==> config.mk <==
export PLATFORM = sky130hd
export DESIGN_NAME = cfg_sequencer
export DESIGN_NICKNAME = d
export VERILOG_FILES = /design/src/lrelu_pkg.sv /design/src/cfg_sequencer.sv
export SDC_FILE = /design/constraint.sdc
export NUM_CORES = 1
export LEC_CHECK = 0
export BUFFER_PORTS_ARGS = -buffer_cell sky130_fd_sc_hd__buf_2
export CAP_MARGIN = 30
export CORE_UTILIZATION = 30
export DETAILED_ROUTE_END_ITERATION = 16
export GPL_TIMING_DRIVEN = 0
export HOLD_SLACK_MARGIN = 0.05
export MAX_ROUTING_LAYER = met4
export PLACE_DENSITY = 0.61
export SLEW_MARGIN = 10
export SYNTH_ARGS = -nofsm -noshare
export SYNTH_HDL_FRONTEND = slang
export SYNTH_SLANG_ARGS = --single-unit
export TNS_END_PERCENT = 10
==> constraint.sdc <==
create_clock -name clk -period 1.7 [get_ports clk]
set_input_delay 0.425 -clock clk [delete_from_list [all_inputs] [get_ports clk]]
set_output_delay 0.425 -clock clk [all_outputs]
set_load 0.01 [all_outputs]
==> src/lrelu_pkg.sv <==
package lrelu_pkg;

  // beat geometry
  localparam int UNITS   = 4;
  localparam int MEMBERS = 4;

  // word widths
  localparam int IN_W   = 16;
  localparam int OUT_W  = 8;
  localparam int CFG_W  = 16;
  localparam int COEF_W = 8;
  localparam int ADDR_W = 2;

  localparam int LEAK_SHIFT = 3;   // slope of 1/8 on the negative side

  // intermediate widths of the datapath
  localparam int SUM_W = IN_W + COEF_W + 1;  // x*b + a
  localparam int ACC_W = SUM_W + 1;          // leaky + d

  localparam int OUT_MAX = 2 ** (OUT_W - 1) - 1;
  localparam int OUT_MIN = -(2 ** (OUT_W - 1));

  // sideband flag positions
  localparam int USER_W      = 6;
  localparam int U_IS_3X3    = 0;
  localparam int U_IS_LRELU  = 1;
  localparam int U_IS_TOP    = 2;
  localparam int U_IS_BOTTOM = 3;
  localparam int U_IS_LEFT   = 4;
  localparam int U_IS_RIGHT  = 5;

  localparam int B_TABLES = 9;  // center plus eight edges

  typedef logic signed [IN_W-1:0]   in_word_t;
  typedef logic signed [OUT_W-1:0]  out_word_t;
  typedef logic signed [CFG_W-1:0]  cfg_word_t;
  typedef logic signed [COEF_W-1:0] coef_t;
  typedef logic [ADDR_W-1:0]        addr_t;
  typedef logic [USER_W-1:0]        user_t;
  typedef logic signed [SUM_W-1:0]  sum_t;
  typedef logic signed [ACC_W-1:0]  acc_t;

  typedef in_word_t  [UNITS-1:0] in_beat_t;
  typedef out_word_t [UNITS-1:0] out_beat_t;

  // b table index of an edge state is column*3 + row, counted from SEL_B_CENTER
  typedef enum logic [3:0] {
    SEL_IDLE, SEL_D, SEL_A, SEL_B_CENTER,
    SEL_B_MID_TOP, SEL_B_MID_BOT,
    SEL_B_LEFT_MID, SEL_B_LEFT_TOP, SEL_B_LEFT_BOT,
    SEL_B_RIGHT_MID, SEL_B_RIGHT_TOP, SEL_B_RIGHT_BOT
  } sel_t;

endpackage

==> src/cfg_sequencer.sv <==
`timescale 1ns/1ns

module cfg_sequencer import lrelu_pkg::*; (
  input  logic  clk,
  input  logic  arst_n,
  input  logic  clken,
  input  logic  cfg_start,
  input  logic  cfg_valid,
  input  logic  cfg_is_3x3,
  output sel_t  wr_sel,
  output addr_t wr_addr,
  output logic  wr_en
);

  sel_t  sel, sel_next;
  addr_t addr, addr_next;
  logic  last;

  assign last = (addr == addr_t'(MEMBERS - 1));

  always_comb begin
    sel_next  = sel;
    addr_next = addr;
    case (sel)
      SEL_IDLE: ;  // waits for cfg_start
      SEL_D: begin
        sel_next  = SEL_A;
        addr_next = '0;
      end
      default: begin
        if (last) begin
          addr_next = '0;
          if (sel == SEL_B_CENTER)
            sel_next = cfg_is_3x3 ? SEL_B_MID_TOP : SEL_IDLE;  // 1x1 skips the edges
          else if (sel == SEL_B_RIGHT_BOT)
            sel_next = SEL_IDLE;
          else
            sel_next = sel_t'(sel + 4'd1);
        end else begin
          addr_next = addr + addr_t'(1);
        end
      end
    endcase
  end

  always_ff @(posedge clk or negedge arst_n) begin
    if (!arst_n) begin
      sel  <= SEL_IDLE;
      addr <= '0;
    end else if (clken) begin
      if (cfg_start) begin
        sel  <= SEL_D;
        addr <= '0;
      end else if (cfg_valid) begin
        sel  <= sel_next;
        addr <= addr_next;
      end
    end
  end

  assign wr_sel  = sel;
  assign wr_addr = addr;
  assign wr_en   = cfg_valid && clken && (sel != SEL_IDLE);

endmodule

==> qor.csv <==
metric;value;unit
Max-slew headroom;0.811;
Design Area, Final;632;um^2
Seq. cell area;151;um^2
clock network power share;0.153;
routability congestion estimate;0.712;
GRT overflow;0;
Yosys warning total;0;
WL/cell;11.2;um
P_sw;0.345;mW
initial antenna violation count;0;
Die Span X;39.7;um
CP Data Required Time;1270;ps
dpl hpwl;632;um
area post-placement;534;um^2
# rows;13;
cells after synthesis;43;
status;complete, but fails checks;
Syn Area/Cell;9.89;um^2
Reg2Reg Depth;6;
DRT iter0 DRCs;15;
core area;0.00132;mm^2
Hold Vio Cnt, Final;0;
sequential area share after synthesis;0.353;
gr usage total;0.128;
DRC;0;
Post-Syn Nets;53;
Starting Density;0.323;
final worst-path cycle share;1.11;
clock sink total;6;
Yosys reg bits;6;
worst flop-to-flop path endpoint;wr_sel[3];
commonest non-fill, non-tap cells in the layout;buf_2 (11), dfrtp_1 (5), clkbuf_4 (3), buf_4 (3);
largest net degree at the start of global routing;10;
Max stage delay on crit path;400;ps
Die ar.;0.00157;mm^2
FMAX;528;MHz
# Max-Cap Violations;0;
First-pass DRT Iterations;4;
CTS Root Cell;clkbuf_4;
setup tns final;-390;ps
FF-to-FF Start;wr_sel[0];
Ant. Diodes;0;
share of layout cells above drive strength 1;0.540;
pwr/cell area;1450;mW/mm^2
Multi-input gate area;310;um^2
Tightest Pin Transition;283;ps
antenna-violating nets left;0;
Worst VDD drop;0.000638;V
CP Capture Type;primary output;
reg2reg setup slack;-110;ps
Cell Area, Synth;425;um^2
sequential share of power;0.270;
final WL;873;um
Leak Pwr;0.310;nW
Clock Skews;1.59;ps
number of port buffers;12;
Unique masters post-synth;24;
via count;395;
fill cell count;124;
crit path max fanout;2;
H-Tree Depth;1;
min-delay worst type;input port to asynchronous set/reset pin;
# setup viols final;3;
Chip Height;39.7;um
RSZ-0062 raised after global routing;true;
Clock Latency Late Sink;240;ps
Top Family by Delay on Critical Path;simple AND/OR/NAND/NOR gates;
internal power;0.569;mW
Min Hold Slack;529;ps
Nets;74;
CP max-delay cell;dfrtp_2;
vias in the first global route;328;
Inserted Clock Buffers;3;
global-route wire length before repair;1320;um
Area Growth Syn to Fin;48.5;%
WS Path Type;register to primary output;
Buf/Inv on CP;2;
violated checks;setup timing;
Clk pin slew, worst setup/hold paths;50;ps
CTS tree;yes;
final worst setup slack;-193;ps
commonest non-fill, non-tap cell in the layout;buf_2;
Arr. time, crit path;1470;ps
Pins Over Slew Limit;0;
Comb pwr share;0.577;
Critical Path Start Type;register;
minimum clock period;1890;ps
drt via density;5.06;
CP cell instances;inv_2, ha_4, or3b_4, and3_4, buf_6;
Longest Clk Path Bufs;2;
Net Sw Frac;0.377;
IO Pins;13;
==> worst max-delay path by stage <==
stage | startpoint | to | depth (start not counted)
2_1_floorplan | wr_sel[1] | wr_sel[3] | 6
3_3_place_gp | wr_sel[1] | wr_en | 5
3_5_place_dp | wr_sel[1] | wr_en | 5
4_1_cts | wr_sel[0] | wr_en | 5
5_1_grt | wr_sel[0] | wr_en | 5
6_report | wr_sel[0] | wr_en | 5
==> cells in the mapped netlist <==
cell type  instances  area [um^2]
a21oi_1            1         5.00
mux2i_1            1         10.0
or3b_1             1         8.76
o21ai_0            1         5.00
mux2_2             2         22.5
nor3b_1            3         22.5
dfrtp_1            6          150
ha_1               4         50.1
and3_2             1         7.51
nor3_1             1         5.00
nor2_1             3         11.3
o2bb2ai_1          1         8.76
buf_6              1         11.3
a21o_2             1         8.76
o21bai_1           1         7.51
a21o_1             1         7.51
a22o_1             1         8.76
a32o_1             2         20.0
nand2_1            2         7.51
inv_1              4         15.0
nor4b_1            1         8.76
nand2b_1           2         12.5
or3_1              1         6.26
nand3_1            1         5.00
==> final cells by class <==
cell class	instances	share of cell area
tap	15	0.0297
multi-input combinational	32	0.491
sequential	6	0.240
inverter	4	0.0238
clock buffer	4	0.0416
buffer	1	0.0178
timing repair buffer	16	0.156
==> stage by stage <==
step | setup WS, ps | std cells | power, mW | util
2_1_floorplan | -21.2 | 43 | 0.550 | -
6_report | -193 | 78 | 0.914 | 0.480
4_1_cts | -195 | 78 | 0.905 | 0.471
3_3_place_gp | -104 | 70 | 0.668 | 0.406
3_5_place_dp | -94.2 | 70 | 0.669 | 0.406
5_1_grt | -244 | 78 | 1.00 | 0.480
==> flip-flops by register name (all words and copies together), names as in the netlist <==
name,count
wr_addr,2
wr_sel,4
==> power groups by stage <==
stage	Clock [mW]	Combinational, mW	Sequential, mW
4_1_cts	0.146	0.514	0.245
2_1_floorplan	0	0.264	0.286
3_3_place_gp	0	0.398	0.270
3_5_place_dp	0	0.399	0.270
6_report	0.140	0.528	0.247
5_1_grt	0.151	0.595	0.255
==> repair_timing <==
| action | in CTS | in global routing |
|---|---|---|
| endpoints found under the setup margin | 4 | 4 |
| hold buffers | 1 | 0 |
| pin swaps | 2 | 0 |
| resized for setup | 6 | 3 |
| setup buffers | 3 | 0 |
| endpoints found under the hold margin | 6 | 0 |
==> metal layers <==
metal	share of wire	GRT usage	up-vias
met2	0.47	0.213	14
li1	-	-	197
met1	0.48	0.154	184
met3	0.050	0.0511	0
met5	0	-	-
met4	0	0	0
==> worst register-to-register path, cell delays in order, from the launching register on <==
cell and delay (ps):
dfrtp_2 400, buf_4 160, ha_4 150, nor3b_2 150, or3_4 400, a32o_1 230, a22o_1 190
==> cell families after synthesis <==
kind of cell	Yosys count	share of synthesized area
compound gates	9	0.168
fa+ha+maj	4	0.118
buf+inv	5	0.0618
flops	6	0.353
mux	3	0.0765
simple gates	16	0.224
No activity file was read; power rests on OpenSTA's default activity.
