--- src/lrelu_pkg.sv ---
package lrelu_pkg;

  // beat geometry
  localparam int UNITS   = 4;
  localparam int MEMBERS = 4;

  // word widths
  localparam int IN_W   = 16;
  localparam int OUT_W  = 8;
  localparam int CFG_W  = 16;
  localparam int COEF_W = 8;
  localparam int ADDR_W = 2;

  localparam int LEAK_SHIFT = 3;   // slope of 1/8 on the negative side

  // intermediate widths of the datapath
  localparam int SUM_W = IN_W + COEF_W + 1;  // x*b + a
  localparam int ACC_W = SUM_W + 1;          // leaky + d

  localparam int OUT_MAX = 2 ** (OUT_W - 1) - 1;
  localparam int OUT_MIN = -(2 ** (OUT_W - 1));

  // sideband flag positions
  localparam int USER_W      = 6;
  localparam int U_IS_3X3    = 0;
  localparam int U_IS_LRELU  = 1;
  localparam int U_IS_TOP    = 2;
  localparam int U_IS_BOTTOM = 3;
  localparam int U_IS_LEFT   = 4;
  localparam int U_IS_RIGHT  = 5;

  localparam int B_TABLES = 9;  // center plus eight edges

  typedef logic signed [IN_W-1:0]   in_word_t;
  typedef logic signed [OUT_W-1:0]  out_word_t;
  typedef logic signed [CFG_W-1:0]  cfg_word_t;
  typedef logic signed [COEF_W-1:0] coef_t;
  typedef logic [ADDR_W-1:0]        addr_t;
  typedef logic [USER_W-1:0]        user_t;
  typedef logic signed [SUM_W-1:0]  sum_t;
  typedef logic signed [ACC_W-1:0]  acc_t;

  typedef in_word_t  [UNITS-1:0] in_beat_t;
  typedef out_word_t [UNITS-1:0] out_beat_t;

  // b table index of an edge state is column*3 + row, counted from SEL_B_CENTER
  typedef enum logic [3:0] {
    SEL_IDLE, SEL_D, SEL_A, SEL_B_CENTER,
    SEL_B_MID_TOP, SEL_B_MID_BOT,
    SEL_B_LEFT_MID, SEL_B_LEFT_TOP, SEL_B_LEFT_BOT,
    SEL_B_RIGHT_MID, SEL_B_RIGHT_TOP, SEL_B_RIGHT_BOT
  } sel_t;

endpackage

--- src/lrelu_datapath.sv ---
`timescale 1ns/1ns

module lrelu_datapath import lrelu_pkg::*; (
  input  logic      clk,
  input  logic      arst_n,
  input  logic      clken,
  input  logic      s_valid,
  input  user_t     s_user,
  input  in_beat_t  s_data,
  output logic      rd_en,
  output user_t     rd_user,
  input  cfg_word_t a_val,
  input  cfg_word_t d_val,
  input  coef_t     b_val [UNITS],
  output logic      m_valid,
  output user_t     m_user,
  output out_beat_t m_data
);

  logic      v1, v2;
  user_t     u1, u2;
  sum_t      sum0 [UNITS];
  sum_t      sum1 [UNITS];
  cfg_word_t d1;
  acc_t      acc0 [UNITS];
  acc_t      acc2 [UNITS];
  out_word_t sat0 [UNITS];

  // coefficients are looked up while the beat is at the input
  assign rd_en   = s_valid;
  assign rd_user = s_user;

  always_comb begin
    sum_t leak;
    for (int u = 0; u < UNITS; u++) begin
      sum0[u] = sum_t'(in_word_t'(s_data[u])) * sum_t'(b_val[u]) + sum_t'(a_val);
      if (u1[U_IS_LRELU] && sum1[u] < 0)
        leak = sum1[u] >>> LEAK_SHIFT;
      else
        leak = sum1[u];
      acc0[u] = acc_t'(leak) + acc_t'(d1);
      if (acc2[u] > OUT_MAX)
        sat0[u] = out_word_t'(OUT_MAX);
      else if (acc2[u] < OUT_MIN)
        sat0[u] = out_word_t'(OUT_MIN);
      else
        sat0[u] = acc2[u][OUT_W-1:0];
    end
  end

  always_ff @(posedge clk or negedge arst_n) begin
    if (!arst_n) begin
      v1      <= 1'b0;
      v2      <= 1'b0;
      m_valid <= 1'b0;
      u1      <= '0;
      d1      <= '0;
      u2      <= '0;
      m_user  <= '0;
      for (int u = 0; u < UNITS; u++) begin
        sum1[u]   <= '0;
        acc2[u]   <= '0;
        m_data[u] <= '0;
      end
    end else if (clken) begin
      v1      <= s_valid;
      v2      <= v1;
      m_valid <= v2;
      u1      <= s_user;  // stage 1 multiply-add
      d1      <= d_val;
      u2      <= u1;      // stage 2 leaky plus d
      m_user  <= u2;      // stage 3 saturate
      for (int u = 0; u < UNITS; u++) begin
        sum1[u]   <= sum0[u];
        acc2[u]   <= acc0[u];
        m_data[u] <= sat0[u];
      end
    end
  end

endmodule

--- config.mk ---
export PLATFORM = sky130hd
export DESIGN_NAME = lrelu_datapath
export DESIGN_NICKNAME = d
export VERILOG_FILES = /design/src/lrelu_pkg.sv /design/src/lrelu_datapath.sv
export SDC_FILE = /design/constraint.sdc
export NUM_CORES = 2
export LEC_CHECK = 0
export BUFFER_PORTS_ARGS = -buffer_cell sky130_fd_sc_hd__buf_4
export CORE_ASPECT_RATIO = 1.1
export CORE_MARGIN = 2
export CORE_UTILIZATION = 60
export DETAILED_ROUTE_END_ITERATION = 16
export PLACE_DENSITY = 0.89
export SYNTH_ARGS = -nofsm -noshare
export SYNTH_HDL_FRONTEND = slang
export SYNTH_SLANG_ARGS = --single-unit
export TNS_END_PERCENT = 5
--- constraint.sdc ---
create_clock -name clk -period 5.1 [get_ports clk]
set_input_delay 1.02 -clock clk [delete_from_list [all_inputs] [get_ports clk]]
set_output_delay 1.02 -clock clk [all_outputs]
set_load 0.01 [all_outputs]
==> results.json <==
{
  "max-cap-violations": 0,
  "drive_gt1_frac": 0.260,
  "clkTransAtPathRegs_ns": 0.07,
  "finalSetupViolCount": 41,
  "avgSynthCellArea_um2": 9.69,
  "cp_common_cell": "fa_1",
  "crit_chain": "buf_6 > buf_4 > nand2_1 > fa_1 > inv_1 > fa_1 > fa_2 > fa_1 > ha_1 > ha_4 > a2111oi_4 > o21ai_4 > a311o_1 > a311oi_2 > xnor2_1 > mux2_2",
  "ys_types": 82,
  "hold_viol": 0,
  "core_um2": 60900,
  "violations": "setup timing",
  "synth_edf_count": 0,
  "cts_hold_buf": 0,
  "synth_top_area_frac": 0.268,
  "min-delay-start": "acc2[81]",
  "hpwl_um": 81900,
  "worstRegToRegCells": 11,
  "initial_core_util": 0.603,
  "die_y_um": 263,
  "via_per_inst": 6.33,
  "slowest_stage": "fa_1",
  "start_kind": "primary input",
  "setup_tns_ns": -4.40,
  "grtUsageMet2": 0.590,
  "cts_root_buffer": "clkbuf_16",
  "hp-class": "flip-flop to flip-flop",
  "synth_area_um2": 36700,
  "nNetsFinal": 5245,
  "cp-end-kind": "flip-flop",
  "path_buf_inv": 3,
  "cp.arrival_ns": 5.83,
  "period_minus_slack_ns": 5.38,
  "wirelength_um": 118000,
  "netlist_top_cells_count": "fa_1, inv_1, nand2_1",
  "r2r_slack_ns": 0.85,
  "drcViolationCount": 0,
  "seq_area_frac_synth": 0.186,
  "required_ns": 5.55,
  "top_usage_layer": "met2",
  "grt.overflow.total": 0,
  "area_growth_pct": 20.9,
  "ys_warn_count": 0,
  "numPortBuffers": 183,
  "drv_slew": 0,
  "synthArstFlopShare": 1.00,
  "cp_top_family": "adder cells",
  "min_to": "acc2[81]",
  "cts_tree": "built",
  "h-tree-depth": 1,
  "run_status": "finished with violations",
  "grtUsageMet3": 0.0736,
  "final_antenna_net_count": 0,
  "hold_ws_ns": 0.482,
  "yosysTopAreaCell": "fa_1",
  "netlist_instances": 3790,
  "gp_congestion": 0.967,
  "route.detailed.wl_per_inst_um": 23.0,
  "grt_pass1_vias": 33949,
  "grt_usage": 0.349,
  "grt_setup_unrepaired": "true",
  "grt_first_pass_wirelength_um": 175000,
  "first_pass_iters": 6,
  "post-route-period-util": 1.05,
  "timing.fmax_mhz": 186,
  "clkLatencyLatePin_ns": 0.59,
  "antenna_found_initial": 7,
  "r2r-start": "u1[1]",
  "yosys_most_used_dff": "dfrtp_1",
  "clockBufferDepth": 3,
  "die_w_um": 240,
  "ys_ff_latch": 273,
  "cts.sinks": 273,
  "numCtsBuffers": 28,
  "worst_pin_slew_ns": 1.01,
  "num_vias": 32566,
  "ys_top_cells_by_area": "fa_1, dfrtp_1, ha_1, mux2_2, inv_1",
  "grt_start_max_net_pins": 176,
  "rr_endpoint": "acc2[48]",
  "drt_iter0_drc": 3380,
  "slew_headroom": 0.325,
  "clock_skew_ns": 0.0305,
  "rows": 95,
  "cp_max_fo": 11,
  "critPathMaxStageDelay_ns": 0.63,
  "dieArea_um2": 63200,
  "io_pins": 184,
  "dpl.cell_count": 5065,
  "hold_path_depth": 1,
  "worst-setup-path-type": "primary input to flip-flop",
  "final_cells": 5148,
  "synth_fp_nets": 4736,
  "worst_slack_ns": -0.277,
  "synth_most_common_cell": "fa_1",
  "met1_usage": 0.404
}
-- cells in the final DEF (no fill, tap or decap), types with 13 or more instances in the layout --
master / count
buf_4: 557
fa_1: 467
inv_1: 465
nand2_1: 319
ha_1: 273
dfrtp_1: 273
and2_1: 257
mux2_2: 247
a21oi_1: 171
nor2_1: 140
xnor2_1: 102
a21o_1: 81
o21ai_0: 79
nor2b_1: 63
xor2_1: 39
ha_4: 38
nand3_1: 37
nand4_1: 37
nand2b_1: 36
nor3_1: 30
clkbuf_16: 28
buf_6: 27
o211ai_1: 25
fa_2: 25
o21a_1: 23
a31oi_1: 23
buf_12: 23
o21bai_1: 21
a21oi_2: 20
nor4_1: 19
a211oi_1: 19
nand2_2: 17
o21ai_1: 17
and3_1: 16
or4_1: 15
o31ai_1: 13
-- metal layers --
metal	routed length [um]	part of all wire
met5	43	0.00036
met2	56200	0.47
met1	39700	0.34
met3	11700	0.099
met4	10700	0.090
-- how the worst max path moves through the flow --
| stage | cells past startpoint | endpoint | startpoint |
|---|---|---|---|
| finish | 16 | sum1[73] | b_val[16] |
| global route | 18 | sum1[22] | b_val[1] |
| CTS | 18 | sum1[72] | a_val[11] |
| detailed placement | 16 | sum1[73] | b_val[16] |
| global placement | 20 | sum1[43] | a_val[4] |
| floorplan | 17 | sum1[72] | s_data[31] |
-- state kept, by name, summed over array words and instances, names as in the netlist --
signal   flops
sum1       100
m_valid      1
u1           6
d1          16
v2           1
acc2       104
v1           1
m_user       6
m_data      32
u2           6
-- final cells by class --
cell class | count | area [um2]
repair buffers | 609 | 4980
well taps | 824 | 1030
flip-flops and latches | 273 | 6830
inverters | 480 | 1820
clock inverters | 17 | 195
clock buffers | 35 | 787
fillers | 3778 | 16500
diodes | 3 | 7.51
multi-input cells | 2907 | 28800
-- repair_timing --
action / in CTS / in global routing
resized for setup: 68 / 178
setup buffers: 13 / 16
pin swaps: 38 / 110
hold endpoints to repair: 0 / 0
endpoints found under the setup margin: 42 / 48
-- worst reg2reg max path, stage by stage, from the launching register on --
cell      delay, ns
dfrtp_1        0.79
nand2_1        0.45
mux2_2         0.39
ha_1           0.22
fa_1           0.44
a211o_1        0.32
o211ai_1       0.24
a211oi_2       0.23
a311oi_2       0.44
a22o_1         0.21
mux2_1         0.32
o21ai_1        0.11
-- logic make-up after synthesis --
| group | after synthesis | synth area share |
|---|---|---|
| adders and majority gates | 808 | 0.376 |
| xor gates and xnor gates | 142 | 0.0339 |
| buffers and inverters | 610 | 0.0632 |
| DFF | 273 | 0.186 |
| AOI/OAI and AO/OA | 652 | 0.118 |
| and+or+nand+nor | 1052 | 0.146 |
| muxes | 253 | 0.0775 |
-- through the flow --
step | worst slack, ns | instance area [um2] | util
after floorplan | -0.397 | 36900 | -
after global routing | -0.364 | 44400 | 0.729
after CTS | -0.116 | 43400 | 0.713
after detailed placement | -0.857 | 41900 | 0.689
after global placement | -0.673 | 41900 | 0.689
final | -0.277 | 44400 | 0.730
Power is not shown: default switching activity piles up to over one toggle a cycle in this logic, so the estimate is an artifact.
